$ cat src/common/sram_wrap_pkg.sv
package sram_wrap_pkg;

  // ----------------------------------------
  // Memory geometry
  // ----------------------------------------
  localparam int LANE_W     = 32;                   // One lane word
  localparam int NUM_LANES  = 4;                    // Lanes side by side
  localparam int DATA_W     = LANE_W * NUM_LANES;   // Full bus width
  localparam int LANE_DEPTH = 256;                  // Rows per lane
  localparam int ROW_W      = $clog2(LANE_DEPTH);   // Row index width
  localparam int ADDR_W     = ROW_W + 4;            // Used byte address bits

  // Address bits 3:2 pick the lane, ADDR_W-1:4 pick the row
  typedef logic [1:0]       lane_sel_t;
  typedef logic [ROW_W-1:0] row_t;

  // ----------------------------------------
  // Transfer size
  // ----------------------------------------
  // Anything other than a line is handled as a word
  typedef enum logic [2:0] {
    HSIZE_WORD = 3'b010,                            // 32 bit
    HSIZE_LINE = 3'b100                             // 128 bit, all lanes
  } hsize_e;

  // ----------------------------------------
  // Port controller states
  // ----------------------------------------
  typedef enum logic [1:0] {
    ST_IDLE,                                        // No transfer pending
    ST_READ,                                        // Read data phase
    ST_WRITE,                                       // Write data phase, commit
    ST_WAIT                                         // Stall for read after write
  } port_state_e;

endpackage

$ cat src/sram_wrap/ahb_port_ctrl.sv
`timescale 1ns/1ps

module ahb_port_ctrl (
  input  logic                                hclk,
  input  logic                                hresetn,
  input  logic                                hsel,        // Non-sequential transfer
  input  logic [31:0]                         haddr,
  input  sram_wrap_pkg::hsize_e               hsize,
  input  logic                                hwrite,
  input  logic [sram_wrap_pkg::DATA_W-1:0]    hwdata,
  output logic [sram_wrap_pkg::DATA_W-1:0]    hrdata,
  output logic                                hready,      // Low only in ST_WAIT
  output logic [sram_wrap_pkg::NUM_LANES-1:0] lane_en,     // One bit per lane
  output logic                                lane_we,     // Shared by all lanes
  output sram_wrap_pkg::row_t                 lane_row,
  output logic [sram_wrap_pkg::DATA_W-1:0]    lane_wdata,  // Lane i at bits 32i+31:32i
  input  logic [sram_wrap_pkg::DATA_W-1:0]    lane_rdata
);

  import sram_wrap_pkg::*;

  port_state_e          state;
  port_state_e          state_nxt;
  logic                 accept;        // Address phase taken this cycle
  logic [ADDR_W-1:0]    addr_q;        // Write or stalled read address
  hsize_e               size_q;
  logic                 lane_act;      // Lanes accessed this cycle
  logic [ADDR_W-1:0]    sel_addr;
  hsize_e               sel_size;
  lane_sel_t            sel_lane;
  logic                 sel_line;
  logic [NUM_LANES-1:0] rd_lanes_q;    // Lanes read for the data phase
  logic                 rd_line_q;
  logic [LANE_W-1:0]    word_rdata;

  assign accept = hsel & hready;

  // ----------------------------------------
  // Transfer FSM
  // ----------------------------------------
  always_comb begin
    state_nxt = ST_IDLE;
    case (state)
      ST_IDLE, ST_READ: begin
        if (accept) begin
          state_nxt = hwrite ? ST_WRITE : ST_READ;
        end
      end
      ST_WRITE: begin
        // A read behind a write must wait for the lanes
        if (accept) begin
          state_nxt = hwrite ? ST_WRITE : ST_WAIT;
        end
      end
      ST_WAIT: begin
        state_nxt = ST_IDLE;          // Stalled read issued now
      end
      default: begin
        state_nxt = ST_IDLE;
      end
    endcase
  end

  always_ff @(posedge hclk or negedge hresetn) begin
    if (!hresetn) begin
      state  <= ST_IDLE;
      hready <= 1'b1;
    end else begin
      state  <= state_nxt;
      hready <= (state_nxt != ST_WAIT);
    end
  end

  // Address and size for the cycle after acceptance
  always_ff @(posedge hclk) begin
    if (state_nxt == ST_WRITE || state_nxt == ST_WAIT) begin
      addr_q <= haddr[ADDR_W-1:0];
      size_q <= hsize;
    end
  end

  // ----------------------------------------
  // Lane access
  // ----------------------------------------
  always_comb begin
    lane_act = 1'b0;
    lane_we  = 1'b0;
    sel_addr = addr_q;
    sel_size = size_q;
    case (state)
      ST_IDLE, ST_READ: begin
        lane_act = accept & ~hwrite;  // Read straight from the bus
        sel_addr = haddr[ADDR_W-1:0];
        sel_size = hsize;
      end
      ST_WRITE: begin
        lane_act = 1'b1;
        lane_we  = 1'b1;
      end
      ST_WAIT: begin
        lane_act = 1'b1;
      end
      default: begin
        lane_act = 1'b0;
      end
    endcase
  end

  assign sel_lane = sel_addr[3:2];
  assign sel_line = (sel_size == HSIZE_LINE);
  assign lane_row = sel_addr[ADDR_W-1:4];

  always_comb begin
    lane_en = '0;
    if (lane_act) begin
      if (sel_line) begin
        lane_en = '1;
      end else begin
        lane_en[sel_lane] = 1'b1;
      end
    end
  end

  // Word writes put the low word on every lane, lane_en picks one
  always_comb begin
    for (int i = 0; i < NUM_LANES; i++) begin
      if (size_q == HSIZE_LINE) begin
        lane_wdata[i*LANE_W +: LANE_W] = hwdata[i*LANE_W +: LANE_W];
      end else begin
        lane_wdata[i*LANE_W +: LANE_W] = hwdata[LANE_W-1:0];
      end
    end
  end

  // ----------------------------------------
  // Read data phase
  // ----------------------------------------
  always_ff @(posedge hclk or negedge hresetn) begin
    if (!hresetn) begin
      rd_lanes_q <= '0;
      rd_line_q  <= 1'b0;
    end else begin
      rd_lanes_q <= lane_we ? '0 : lane_en;
      rd_line_q  <= lane_act & ~lane_we & sel_line;
    end
  end

  always_comb begin
    word_rdata = '0;
    for (int i = 0; i < NUM_LANES; i++) begin
      word_rdata = word_rdata | ({LANE_W{rd_lanes_q[i]}} & lane_rdata[i*LANE_W +: LANE_W]);
    end
  end

  // Word reads return zero above bit 31
  assign hrdata = rd_line_q ? lane_rdata : {{(DATA_W-LANE_W){1'b0}}, word_rdata};

endmodule

$ cat config.mk
export PLATFORM = sky130hd
export DESIGN_NAME = ahb_port_ctrl
export DESIGN_NICKNAME = d
export VERILOG_FILES = /design/src/common/sram_wrap_pkg.sv /design/src/sram_wrap/ahb_port_ctrl.sv
export SDC_FILE = /design/constraint.sdc
export NUM_CORES = 1
export LEC_CHECK = 0
export ABC_CLOCK_PERIOD_IN_PS = 2350
export BUFFER_PORTS_ARGS = -buffer_cell sky130_fd_sc_hd__buf_2
export CORE_AREA = 5 5 218 220
export DETAILED_ROUTE_END_ITERATION = 6
export DIE_AREA = 0 0 223 225
export SLEW_MARGIN = 20
export SYNTH_ARGS = -nofsm -noshare
export SYNTH_HDL_FRONTEND = slang
export SYNTH_SLANG_ARGS = --single-unit
export TNS_END_PERCENT = 20
$ cat constraint.sdc
create_clock -name hclk -period 2.35 [get_ports hclk]
set_input_delay 0.5875 -clock hclk [delete_from_list [all_inputs] [get_ports hclk]]
set_output_delay 0.5875 -clock hclk [all_outputs]
set_load 0.03 [all_outputs]
=== Word level (Yosys, flattened, before mapping) ===
Index checks and enable logic that the tools add are counted.

* Order comparisons: 2
* Bitwise gates (word level): 13
* Equality and inequality tests: 8
* Reduce and logical (&&, ||, !) cells: 5
* Muxes and demuxes: 18

{| class="wikitable"
|+ Operator list
! cell !! count
|-
| bitwise AND 32 bit || 4
|-
| 2-to-1 mux 128 bit || 1
|-
| 2-to-1 mux 32 bit || 3
|-
| bitwise OR 32 bit || 3
|-
| 2-to-1 mux 12 bit || 1
|-
| 2-to-1 mux 4 bit || 3
|-
| equality test 2 bit (second input constant) || 4
|-
| equality test 3 bit (second input constant) || 2
|-
| 2-to-1 mux 2 bit || 3
|-
| one-hot mux 2 bit (3 select lines) || 1
|-
| bitwise AND 1 bit || 4
|-
| OR reduction 2 bit || 2
|-
| less-than comparator 2 x 3 -> 1 bit (second input constant) || 1
|-
| 2-to-1 mux 1 bit || 3
|-
| 2-to-1 mux 3 bit || 1
|-
| demux 1 bit (select 2 bit) || 1
|-
| equality test 2 x 1 -> 1 bit (second input constant) || 1
|-
| greater-or-equal comparator 2 x 1 -> 1 bit (second input constant) || 1
|-
| logical NOT 2 bit || 1
|-
| inequality test 2 bit (second input constant) || 1
|-
| inverter 1 bit || 2
|-
| one-hot mux 1 bit (2 select lines) || 1
|-
| logical AND 1 bit || 1
|-
| logical OR 1 bit || 1
|}

* Flip-flop bits (word level): 23
* Output and inout port bits: 270
* Logic and storage cells: 52
* Bits of input ports: 295

=== Logic depth before layout (Yosys ltp) ===
Gate-level depths: netlist of run 1.

* Depth after elaboration: 10
* Depth in mapped cells: 6
* Depth with buffers taken out: 3

=== Least setup slack after synthesis of run 1 ===
OpenSTA, ideal clock, no wires.

* Path kind: input to output
* Start point: input port hsize[0]
* End point: output port lane_en[0] (netlist bit)
* Stages on the path: 3
* Required time: 1.762 ns
* Path slack: 0.246 ns
* Path buffers: 0
* Arrival time: 1.517 ns
* Cells stage by stage: nor4b_2 -> a21oi_4 -> a21oi_1

* Word-level cells in the longest chain between the ends: 4

{| class="wikitable"
|+ Ends and longest elaborated chain
! what !! line !! RTL
|-
| start, declared || ahb_port_ctrl.sv:8 || <nowiki>input sram_wrap_pkg::hsize_e hsize,</nowiki>
|-
| 2-to-1 mux 3 bit || ahb_port_ctrl.sv:90 || <nowiki>case (state)</nowiki>
|-
| equality test 3 bit || ahb_port_ctrl.sv:110 || <nowiki>assign sel_line = (sel_size == HSIZE_LINE);</nowiki>
|-
| 2-to-1 mux 4 bit || ahb_port_ctrl.sv:116 || <nowiki>if (sel_line) begin</nowiki>
|-
| 2-to-1 mux 4 bit || ahb_port_ctrl.sv:115 || <nowiki>if (lane_act) begin</nowiki>
|-
| end, declared || ahb_port_ctrl.sv:13 || <nowiki>output logic [sram_wrap_pkg::NUM_LANES-1:0] lane_en,</nowiki>
|}

No other way between the ends.

=== Worst setup path after layout of run 1 ===
* Start point: register rd_lanes_q[1]
* End point: output port hrdata[4] (netlist bit)

* Word-level cells in the longest chain between the ends: 5

{| class="wikitable"
|+ Ends and longest elaborated chain
! what !! line !! RTL
|-
| start, declared || ahb_port_ctrl.sv:32 || <nowiki>logic [NUM_LANES-1:0] rd_lanes_q;</nowiki>
|-
| start signal, assigned || ahb_port_ctrl.sv:143 || <nowiki>rd_lanes_q <= lane_we ? '0 : lane_en;</nowiki>
|-
| bitwise AND 32 bit || ahb_port_ctrl.sv:151 || <nowiki>word_rdata = word_rdata | ({LANE_W{rd_lanes_q[i]}} & lane_rdata[i*LANE_W +: LANE_W]);</nowiki>
|-
| bitwise OR 32 bit (3 in series) || ahb_port_ctrl.sv:151 ||
|-
| 2-to-1 mux 128 bit || ahb_port_ctrl.sv:156 || <nowiki>assign hrdata = rd_line_q ? lane_rdata : {{(DATA_W-LANE_W){1'b0}}, word_rdata};</nowiki>
|-
| end, declared || ahb_port_ctrl.sv:11 || <nowiki>output logic [sram_wrap_pkg::DATA_W-1:0] hrdata,</nowiki>
|}

No other way between the ends.

==> results of run 1 <==
-- flip-flops by register name, summed over array words and instances (netlist names) --
name / count
addr_q: 10
rd_lanes_q: 4
size_q: 3
state: 2
hready: 1
rd_line_q: 1
-- stage by stage --
step           utilization  total power [mW]  cells
2_1_floorplan            -             1.426    458
3_3_place_gp        0.1497             2.044   1547
3_5_place_dp        0.1497             2.052   1547
4_1_cts             0.1536             2.434   1556
5_1_grt             0.1554             2.561   1556
6_report            0.1554             2.445   1556
-- layer usage --
| layer | share of wire | vias up | wire length, um | track usage |
|---|---|---|---|---|
| met5 | 0.0019 | - | 46 | 0 |
| met4 | 0.011 | 6 | 272 | 0.01265 |
| met3 | 0.087 | 19 | 2108 | 0.01550 |
| met2 | 0.49 | 277 | 11880 | 0.1383 |
| met1 | 0.41 | 2646 | 9987 | 0.1121 |
| li1 | - | 2612 | - | - |
-- cell families (layout without fill, tap and decap cells) --
kind of cell | count (synthesis) | count (layout) | synth area share
AO/OA/AOI/OAI | 177 | 177 | 0.3705
buffers and inverters | 78 | 576 | 0.1501
flip-flops | 21 | 21 | 0.1671
multiplexers | 9 | 9 | 0.02826
AND/OR/NAND/NOR | 173 | 173 | 0.2840
-- repair_timing --
| item | CTS | global route |
|---|---|---|
| setup endpoints to repair | 66 | 97 |
| hold endpoints to repair | 0 | 0 |
| resized for setup | 9 | 35 |
| cloned | 1 | 0 |
| pin swaps | 1 | 2 |
| buffers inserted | 4 | 0 |
-- cell type report --
cell class / instances / area share
Sequential cell: 21 / 0.08463
Clock buffer: 3 / 0.01071
Inverter: 2 / 0.001071
Clock inverter: 1 / 0.0007142
Multi-Input combinational cell: 359 / 0.3498
Timing Repair Buffer: 570 / 0.4460
Tap cell: 600 / 0.1071
-- cells in the mapped netlist, types with 8 or more instances --
cell type,n,area share
nand2_1,34,0.036
nor2b_1,33,0.058
and2_1,96,0.17
a21o_1,96,0.20
o21ai_1,20,0.028
mux2_2,8,0.025
o21ai_0,12,0.017
buf_6,14,0.045
buf_4,33,0.070
a222oi_1,32,0.090
a21oi_1,11,0.016
edfxtp_1,13,0.11
buf_2,8,0.011
clkbuf_1,21,0.022
-- where the power goes --
| part | switching, mW | internal (mW) |
|---|---|---|
| clock network | 0.131 | 0.229 |
| registers | 0.0143 | 0.419 |
| logic | 1.06 | 0.593 |
-- worst max path at each step --
stage	slack, ns	cells past startpoint	endpoint
after global placement	0.22	5	hrdata[2]
final	-0.02	4	hrdata[4]
after global routing	-0.1	6	lane_wdata[33]
after detailed placement	0.19	6	lane_wdata[124]
after floorplan	0.25	3	lane_en[0]
after CTS	-0.02	6	lane_wdata[69]
-- placed cells by master (no fill, tap or decap), types with 2 or more instances in the layout --
cell type | netlist | final
buf_4 | 33 | 20
edfxtp_1 | 13 | 13
and2_1 | 96 | 96
nor2b_2 | 0 | 6
nand2_1 | 34 | 34
a222oi_1 | 32 | 32
a21oi_2 | 0 | 3
a21o_1 | 96 | 96
and3b_1 | 2 | 2
o21ai_0 | 12 | 11
nor2b_1 | 33 | 27
a21oi_1 | 11 | 8
buf_2 | 8 | 518
o21ai_1 | 20 | 21
inv_1 | 2 | 2
buf_12 | 0 | 6
dfrtp_1 | 7 | 6
clkbuf_16 | 0 | 3
clkbuf_4 | 0 | 18
mux2_2 | 8 | 8
buf_6 | 14 | 6
nor2_1 | 4 | 4
-- worst max-delay path, cell delays in order, from the launching register on --
cell and delay [ns]:
dfrtp_1 0.39, buf_12 0.17, a222oi_1 0.62, o21ai_1 0.10, buf_2 0.21
==> flow_summary.yaml, run 1 <==
status:
  status: "complete, but fails checks"
  violations: "negative setup slack"
final_layout:
  fin_area_sq_um: 7008
  area_delta_synth_final_pct: 97.85
  drive_gt1_frac: 0.6234
  antenna_cells: 0
  n_fill_cell: 5186
  final_net_count: 1252
  multi_input_area_sq_um: 2451
  register_area_sq_um: 593.1
floorplanning:
  dieArea_sq_um: 50180
  initial_core_util: 0.07856
  core_sq_um: 45090
  rows: 78
  floorplan.die.height_um: 225
  die_w_um: 223
  ios: 565
route:
  final_antenna_net_count: 0
  first_iter_violations: 495
  num_vias: 5560
  routed_wl_um: 24290
  drc: 0
  wl_per_cell_um: 15.61
  dr.pass1.iters: 6
  routed_via_density: 3.573
grt:
  overflow: 0
  grtUsageTotal: 0.08224
  grt_pass1_vias: 5214
  grt_pass1_wl_um: 32910
  antenna_found_initial: 8
  grt_max_degree: 106
setup_path:
  startpoint: "rd_lanes_q[1]"
  r2r_slack_ns: 0.82
  start_kind: "flip-flop"
  reg2reg_from: "state[1]"
  critPathArrivalTime_ns: 1.78
  worstSetupPathType: "reg -> out"
  cp-end-kind: "primary output"
  cp_data_required_time_ns: 1.76
  ff2ff_path_depth: 4
  crit_fanout: 32
  r2r-end: "addr_q[7]"
power:
  leakagePower_nw: 4.133
  irDropWorstVdd_uv: 423.3
  powerDensity_nw_per_um2: 348.9
synth:
  synth_area_sq_um: 3542
  synthArstFlopShare: 0.3810
  ys_seq_area_frac: 0.1671
  ys.flop_type: "edfxtp_1"
  synth-edff-count: 13
  synthCells: 458
  synth_seq_cells: 21
  yosysWarnings: 0
  avgSynthCellArea_sq_um: 7.734
  synth_nets: 753
  yosys.cell_types.count: 30
sta:
  rsz0062_at_grt: "true"
  fin_skew_ns: 0.004523
  fin_crit_ns: 2.372
  setup_violations: 3
  report.final.hold_viol_count: 0
  finalWorstSetupSlack_ns: -0.02225
  worst_slew_pin_slew_ns: 0.6062
  maxSlewHeadroom: 0.5959
  fmax_ghz: 0.4215
  hold_ws_ns: 0.1556
  fin_crit_sh: 1.009
  final_max_slew_viol_count: 0
  fin_tns_setup_ns: -0.03677
placed_design:
  io_buffers: 542
  placed_cell_area_sq_um: 6749
  pre_cts_ws_ns: 0.1930
  hpwl_um: 20930
  gp_congestion: 0.9724
clock_tree:
  cts.sinks: 21
  clk_pin_slew_ns: 0.06
  clk_latency_ns: 0.26
  cts-hold-fix-buffers: 0
  cts_root_buffer: "clkbuf_16"
  cts_inserted_buffers: 3
  cts_tree: "done"
  h-tree-depth: 1
  cts.path.max_buffers: 2
run:
  cap_violations: 0
min_path:
  hp-class: "in -> async"
Note: power is estimated with default switching activity, not from simulation.
==> run 2: changes to the inputs <==
--- a/config.mk
+++ b/config.mk
@@ -8,7 +8,8 @@
 export ABC_CLOCK_PERIOD_IN_PS = 2350
 export BUFFER_PORTS_ARGS = -buffer_cell sky130_fd_sc_hd__buf_2
-export CORE_AREA = 5 5 218 220
+export CORE_AREA = 2 2 222 224
 export DETAILED_ROUTE_END_ITERATION = 6
-export DIE_AREA = 0 0 223 225
+export DIE_AREA = 0 0 224 226
+export SETUP_SLACK_MARGIN = 0.1
 export SLEW_MARGIN = 20
 export SYNTH_ARGS = -nofsm -noshare
==> constraint.sdc (replaced) <==
create_clock -name hclk -period 2.35 [get_ports hclk]
set_input_delay 0 -clock hclk [delete_from_list [all_inputs] [get_ports hclk]]
set_output_delay 0 -clock hclk [all_outputs]
set_load 0.03 [all_outputs]
==> flow_summary.yaml, run 2 (synthesized netlist as in run 1, its figures left out) <==
status:
  status: "complete, but fails checks"
  violations: "design-rule violations"
placed_design:
  placed_cell_area_sq_um: 6701
  io_buffers: 542
  gp_congestion: 0.8230
  hpwl_um: 18370
sta:
  fin_tns_setup_ns: 0
  report.final.hold_viol_count: 0
  setup_violations: 0
  hold_ws_ns: 0.05529
  final_max_slew_viol_count: 0
  rsz0062_at_grt: "false"
  fmax_ghz: 0.5096
  fin_crit_ns: 1.962
  fin_crit_sh: 0.8350
  maxSlewHeadroom: 0.5363
  fin_skew_ns: 0.001085
  worst_slew_pin_slew_ns: 0.6955
route:
  num_vias: 5404
  final_antenna_net_count: 0
  drc: 8
  first_iter_violations: 477
  wl_per_cell_um: 13.90
  routed_wl_um: 21990
  routed_via_density: 3.416
  dr.pass1.iters: 7
grt:
  grt.met3_usage: 0.01665
  grtUsageMet2: 0.1163
  grt_pass1_wl_um: 28480
  grt_util_met1: 0.1052
  grt_busiest_layer: "met2"
  grtUsageTotal: 0.07365
  grt_max_degree: 129
  overflow: 0
  antenna_found_initial: 3
  grt_pass1_vias: 4400
clock_tree:
  clk_latency_ns: 0.25
  h-tree-depth: 1
  postCtsSetupBuffers: 0
  cts_inserted_buffers: 3
  cts.path.max_buffers: 2
  cts_tree: "done"
  clk_pin_slew_ns: 0.05
  cts_root_buffer: "clkbuf_16"
  cts.sinks: 21
setup_path:
  start_kind: "flip-flop"
  cp-end-kind: "primary output"
  cp_data_required_time_ns: 2.35
  critPathArrivalTime_ns: 1.96
  crit_fanout: 59
  r2r_slack_ns: 0.75
  worstSetupPathType: "reg -> out"
  reg2reg_from: "state[1]"
  startpoint: "size_q[0]"
final_layout:
  layout_commonest_cell: "buf_2"
  drive_gt1_frac: 0.6000
  reg.largest.list: "addr_q: 10 flops, rd_lanes_q: 4 flops, size_q: 3 flops"
  area_delta_synth_final_pct: 95.37
  final_net_count: 1256
  fin_area_sq_um: 6920
  final_cell_mix: "buf_2 (542), a21o_1 (96), and2_1 (96), nand2_1 (34), nor2b_1 (33)"
  antenna_cells: 0
  utilization: 0.1432
  largest_reg_flops: 10
  largest_register: "addr_q"
floorplanning:
  core_sq_um: 48340
  initial_core_util: 0.07327
  ios: 565
  floorplan.die.height_um: 226
  die_w_um: 224
  rows: 81
  dieArea_sq_um: 50620
min_path:
  hp-class: "in -> reg"
  hold_start: "hsel"
power:
  irDropWorstVdd_uv: 439.4
  powerDensity_nw_per_um2: 345.8
  leakagePower_nw: 4.091
run:
  cap_violations: 0
run 2: cell count changes in the layout (fill, tap and decap cells not counted), moves of 6 or more:
cell,delta
buf_2,+24
buf_4,-6
buf_6,-6
clkbuf_4,-18
dlygate4sd3_1,+14
nor2b_1,+6
nor2b_2,-6
run 2: metrics by stage:
stage,setup WS (ns),instances,total power [mW]
after floorplan,0.5055,458,1.426
after global routing,0.2996,1582,2.508
final,0.3877,1582,2.393
after CTS,0.3967,1582,2.394
after detailed placement,0.6736,1564,2.013
after global placement,0.6824,1564,2.014
run 2: where the power goes:
part | total (mW) | internal, mW | switching (mW)
sequential | 0.443 | 0.419 | 0.0241
combinational | 1.59 | 0.560 | 1.03
clock | 0.356 | 0.231 | 0.125
run 2: routing by layer:
layer | share of wire | wire, um
met1 | 0.43 | 9479
met2 | 0.47 | 10230
met3 | 0.10 | 2208
met4 | 0.0022 | 49
met5 | 0.0011 | 24
run 2: path summary, 6_finish.rpt:
kind                                    to  cells past startpoint
min                               state[1]                      3
max reg2reg                      size_q[1]                      3
max                        lane_wdata[121]                      6
max in group asynchronous           hready                      2
min reg2reg                       state[1]                      1
min in group asynchronous         state[0]                      2
run 2: cell type report:
cell class | instances | area [sq um]
fillers | 5541 | 41420
repair buffers | 574 | 3038
multi-input cells | 359 | 2425
well taps | 622 | 778.2
flip-flops and latches | 21 | 593.1
clock buffers | 4 | 78.83
inverters | 2 | 7.507
run 2: worst max-delay path: stages, from the launching register on:
cell and delay, ns:
edfxtp_1 0.41, nor3b_4 0.24, buf_12 0.27, buf_4 0.27, nor2b_1 0.10, a21o_1 0.18, buf_2 0.18
run 2: what timing repair did:
item | 4_1_cts | 5_1_grt
hold endpoints to repair | 21 | 0
resized for setup | 0 | 0
hold buffers | 14 | 0
==> run 3: changes to the inputs <==
- ABC_AREA: unset -> 1
- ABC_CLOCK_PERIOD_IN_PS: 2350 -> 1580
- CORE_AREA: 2 2 222 224 -> 2 2 217 219
- DIE_AREA: 0 0 224 226 -> 0 0 219 221
- clock period: 2.35 -> 1.58 ns (I/O delays scaled with it)
==> flow_summary.yaml, run 3 <==
status:
  status: "complete, but fails checks"
  violations: "negative setup slack"
power:
  p_sw_frac: 0.5142
  p_clk_frac: 0.118
  p_sw_mw: 2.362
  total_power_mw: 4.594
  irDropWorstVdd_uv: 328.8
  leakagePower_nw: 5.471
  seqPwrFrac: 0.142
  comb_power_share: 0.741
  power.internal_mw: 2.232
  powerDensity_nw_per_um2: 537.9
synth:
  synth_seq_cells: 21
  synth_mux_area_frac: 0
  synth_top_area_share: 0.3952
  yosysTopAreaCell: "nand2_1"
  yosys.cell_count.top_type: "nand2_1"
  avgSynthCellArea_sq_um: 4.881
  synth_common_cells: "nand2_1 (426), nand3_1 (129), inv_1 (104), buf_4 (40), buf_2 (34)"
  ys_seq_area_frac: 0.1463
  synth_fa_ha_area_frac: 0
  ys.flop_type: "edfxtp_1"
  synth-simple-area-share: 0.5823
  yosys.cell_types.count: 19
  synth_compound_area_frac: 0.04298
  synth-edff-count: 13
  synth-xor-area-share: 0
  synth_nets: 1124
  synth_area_leaders: "nand2_1 (40%), nand3_1 (16%), edfxtp_1 (9.6%), inv_1 (9.6%), buf_4 (7.4%)"
  yosysWarnings: 0
  synth_top_family_by_area: "simple AND/OR/NAND/NOR gates"
  synthArstFlopShare: 0.3810
  synth_area_sq_um: 4046
  synthCells: 829
final_layout:
  final_cell_mix: "buf_2 (415), nand2_1 (403), nand3_1 (129), inv_1 (104), buf_6 (80)"
  layout_commonest_cell: "buf_2"
  area_delta_synth_final_pct: 111.1
  largest_reg_flops: 10
  final_net_count: 1643
  drive_gt1_frac: 0.4655
  reg.largest.list: "addr_q: 10 flops, rd_lanes_q: 4 flops, size_q: 3 flops"
  largest_register: "addr_q"
  fin_area_sq_um: 8542
clock_tree:
  cts.sinks: 21
  h-tree-depth: 1
  cts.path.max_buffers: 2
  clk_latency_ns: 0.25
  clk_pin_slew_ns: 0.06
  cts_root_buffer: "clkbuf_16"
  cts_inserted_buffers: 3
  cts_tree: "done"
grt:
  grt_max_degree: 84
  grt_pass1_wl_um: 36450
  overflow: 0
  grt_pass1_vias: 6498
  grtUsageTotal: 0.09813
  antenna_found_initial: 5
floorplanning:
  ios: 565
  dieArea_sq_um: 48400
  rows: 79
  die_w_um: 219
  core_sq_um: 46060
  floorplan.die.height_um: 221
  initial_core_util: 0.08785
setup_path:
  critical-path-slowest-cell: "edfxtp_1"
  start_kind: "flip-flop"
  crit_chain: "nor2_4, buf_4, buf_6, buf_16, nand3_1, nand2_1, buf_6"
  reg2reg_from: "state[1]"
  startpoint: "size_q[0]"
  path_delay_family: "buffers and inverters"
  cpPeakStageDelay_ns: 0.41
  path_buf_inv: 4
  cp_data_required_time_ns: 1.58
  critPathArrivalTime_ns: 1.60
  path_common_cell: "buf_6"
  cp-end-kind: "primary output"
  worstSetupPathType: "reg -> out"
  crit_fanout: 17
route:
  routed_via_density: 3.635
  drc: 0
  num_vias: 7114
  final_antenna_net_count: 0
  first_iter_violations: 253
  wl_per_cell_um: 13.82
  routed_wl_um: 27040
  dr.pass1.iters: 4
placed_design:
  gp_congestion: 0.9318
  hpwl_um: 21770
  pre_cts_ws_ns: 0.06912
  placed_cell_area_sq_um: 7471
  io_buffers: 542
sta:
  fmax_ghz: 0.6254
  fin_skew_ns: 0.003391
  fin_crit_sh: 1.012
  rsz0062_at_grt: "true"
  report.final.hold_viol_count: 0
  fin_crit_ns: 1.599
  maxSlewHeadroom: 0.7319
  final_max_slew_viol_count: 0
  worst_slew_pin_slew_ns: 0.4021
  finalWorstSetupSlack_ns: -0.01900
  setup_violations: 10
  hold_ws_ns: 0.1364
  fin_tns_setup_ns: -0.1076
run:
  cap_violations: 0
min_path:
  hp-class: "in -> async"
[run 3: cells by family after synthesis]
group,after synthesis
AO/OA/AOI/OAI,34
buffers and inverters,193
flip-flops,21
AND/OR/NAND/NOR,581
[run 3: per-stage QoR]
step,util,cells
finish,0.1854,1957
global route,0.1854,1957
CTS,0.1773,1948
detailed placement,0.1622,1927
global placement,0.1622,1927
floorplan,-,829
[run 3: metal layers]
layer	routed length (um)	track usage	vias up
met4	824	0.03248	2
li1	-	-	3527
met3	2455	0.01869	36
met5	11	0	-
met2	13660	0.1893	413
met1	10090	0.1051	3136
[run 3: power by group through the flow]
stage | combinational [mW] | sequential, mW | clock, mW
floorplan | 1.79 | 0.655 | 0
global placement | 2.98 | 0.662 | 0
detailed placement | 2.97 | 0.663 | 0
CTS | 3.25 | 0.653 | 0.556
global route | 3.63 | 0.654 | 0.582
finish | 3.40 | 0.651 | 0.540
[run 3: area by class of cell]
| type | instances | area, sq um |
|---|---|---|
| Clock buffer | 3 | 75.07 |
| Sequential cell | 21 | 596.8 |
| Multi-Input combinational cell | 615 | 2630 |
| Tap cell | 607 | 759.5 |
| Inverter | 105 | 394.1 |
| Antenna cell | 3 | 7.507 |
| Timing Repair Buffer | 602 | 4074 |
| Clock inverter | 1 | 5.005 |
| Fill cell | 5312 | 37520 |
[run 3: repair_timing]
item,in CTS,in global routing
hold buffers,15,0
endpoints found under the hold margin,22,0
resized for setup,152,123
endpoints found under the setup margin,126,129
pin swaps,26,19
cloned,1,2
setup buffers,1,4
[run 3: path summary, 6_finish.rpt]
kind	to	slack [ns]	cells after the start
hold / removal	rd_lanes_q[0]	0.14	2
setup reg to reg	addr_q[10]	0.18	5
hold reg to reg	hready	0.59	3
max in group asynchronous	hready	1.20	2
setup / recovery	lane_wdata[80]	-0.02	7
min in group hclk	state[1]	0.14	4
[run 3: worst reg2reg max path, cell delays in order, from the launching register on]
cell	delay (ns)
dfrtp_2	0.45
buf_4	0.16
nand2_1	0.05
inv_1	0.07
nor3_4	0.22
buf_12	0.17
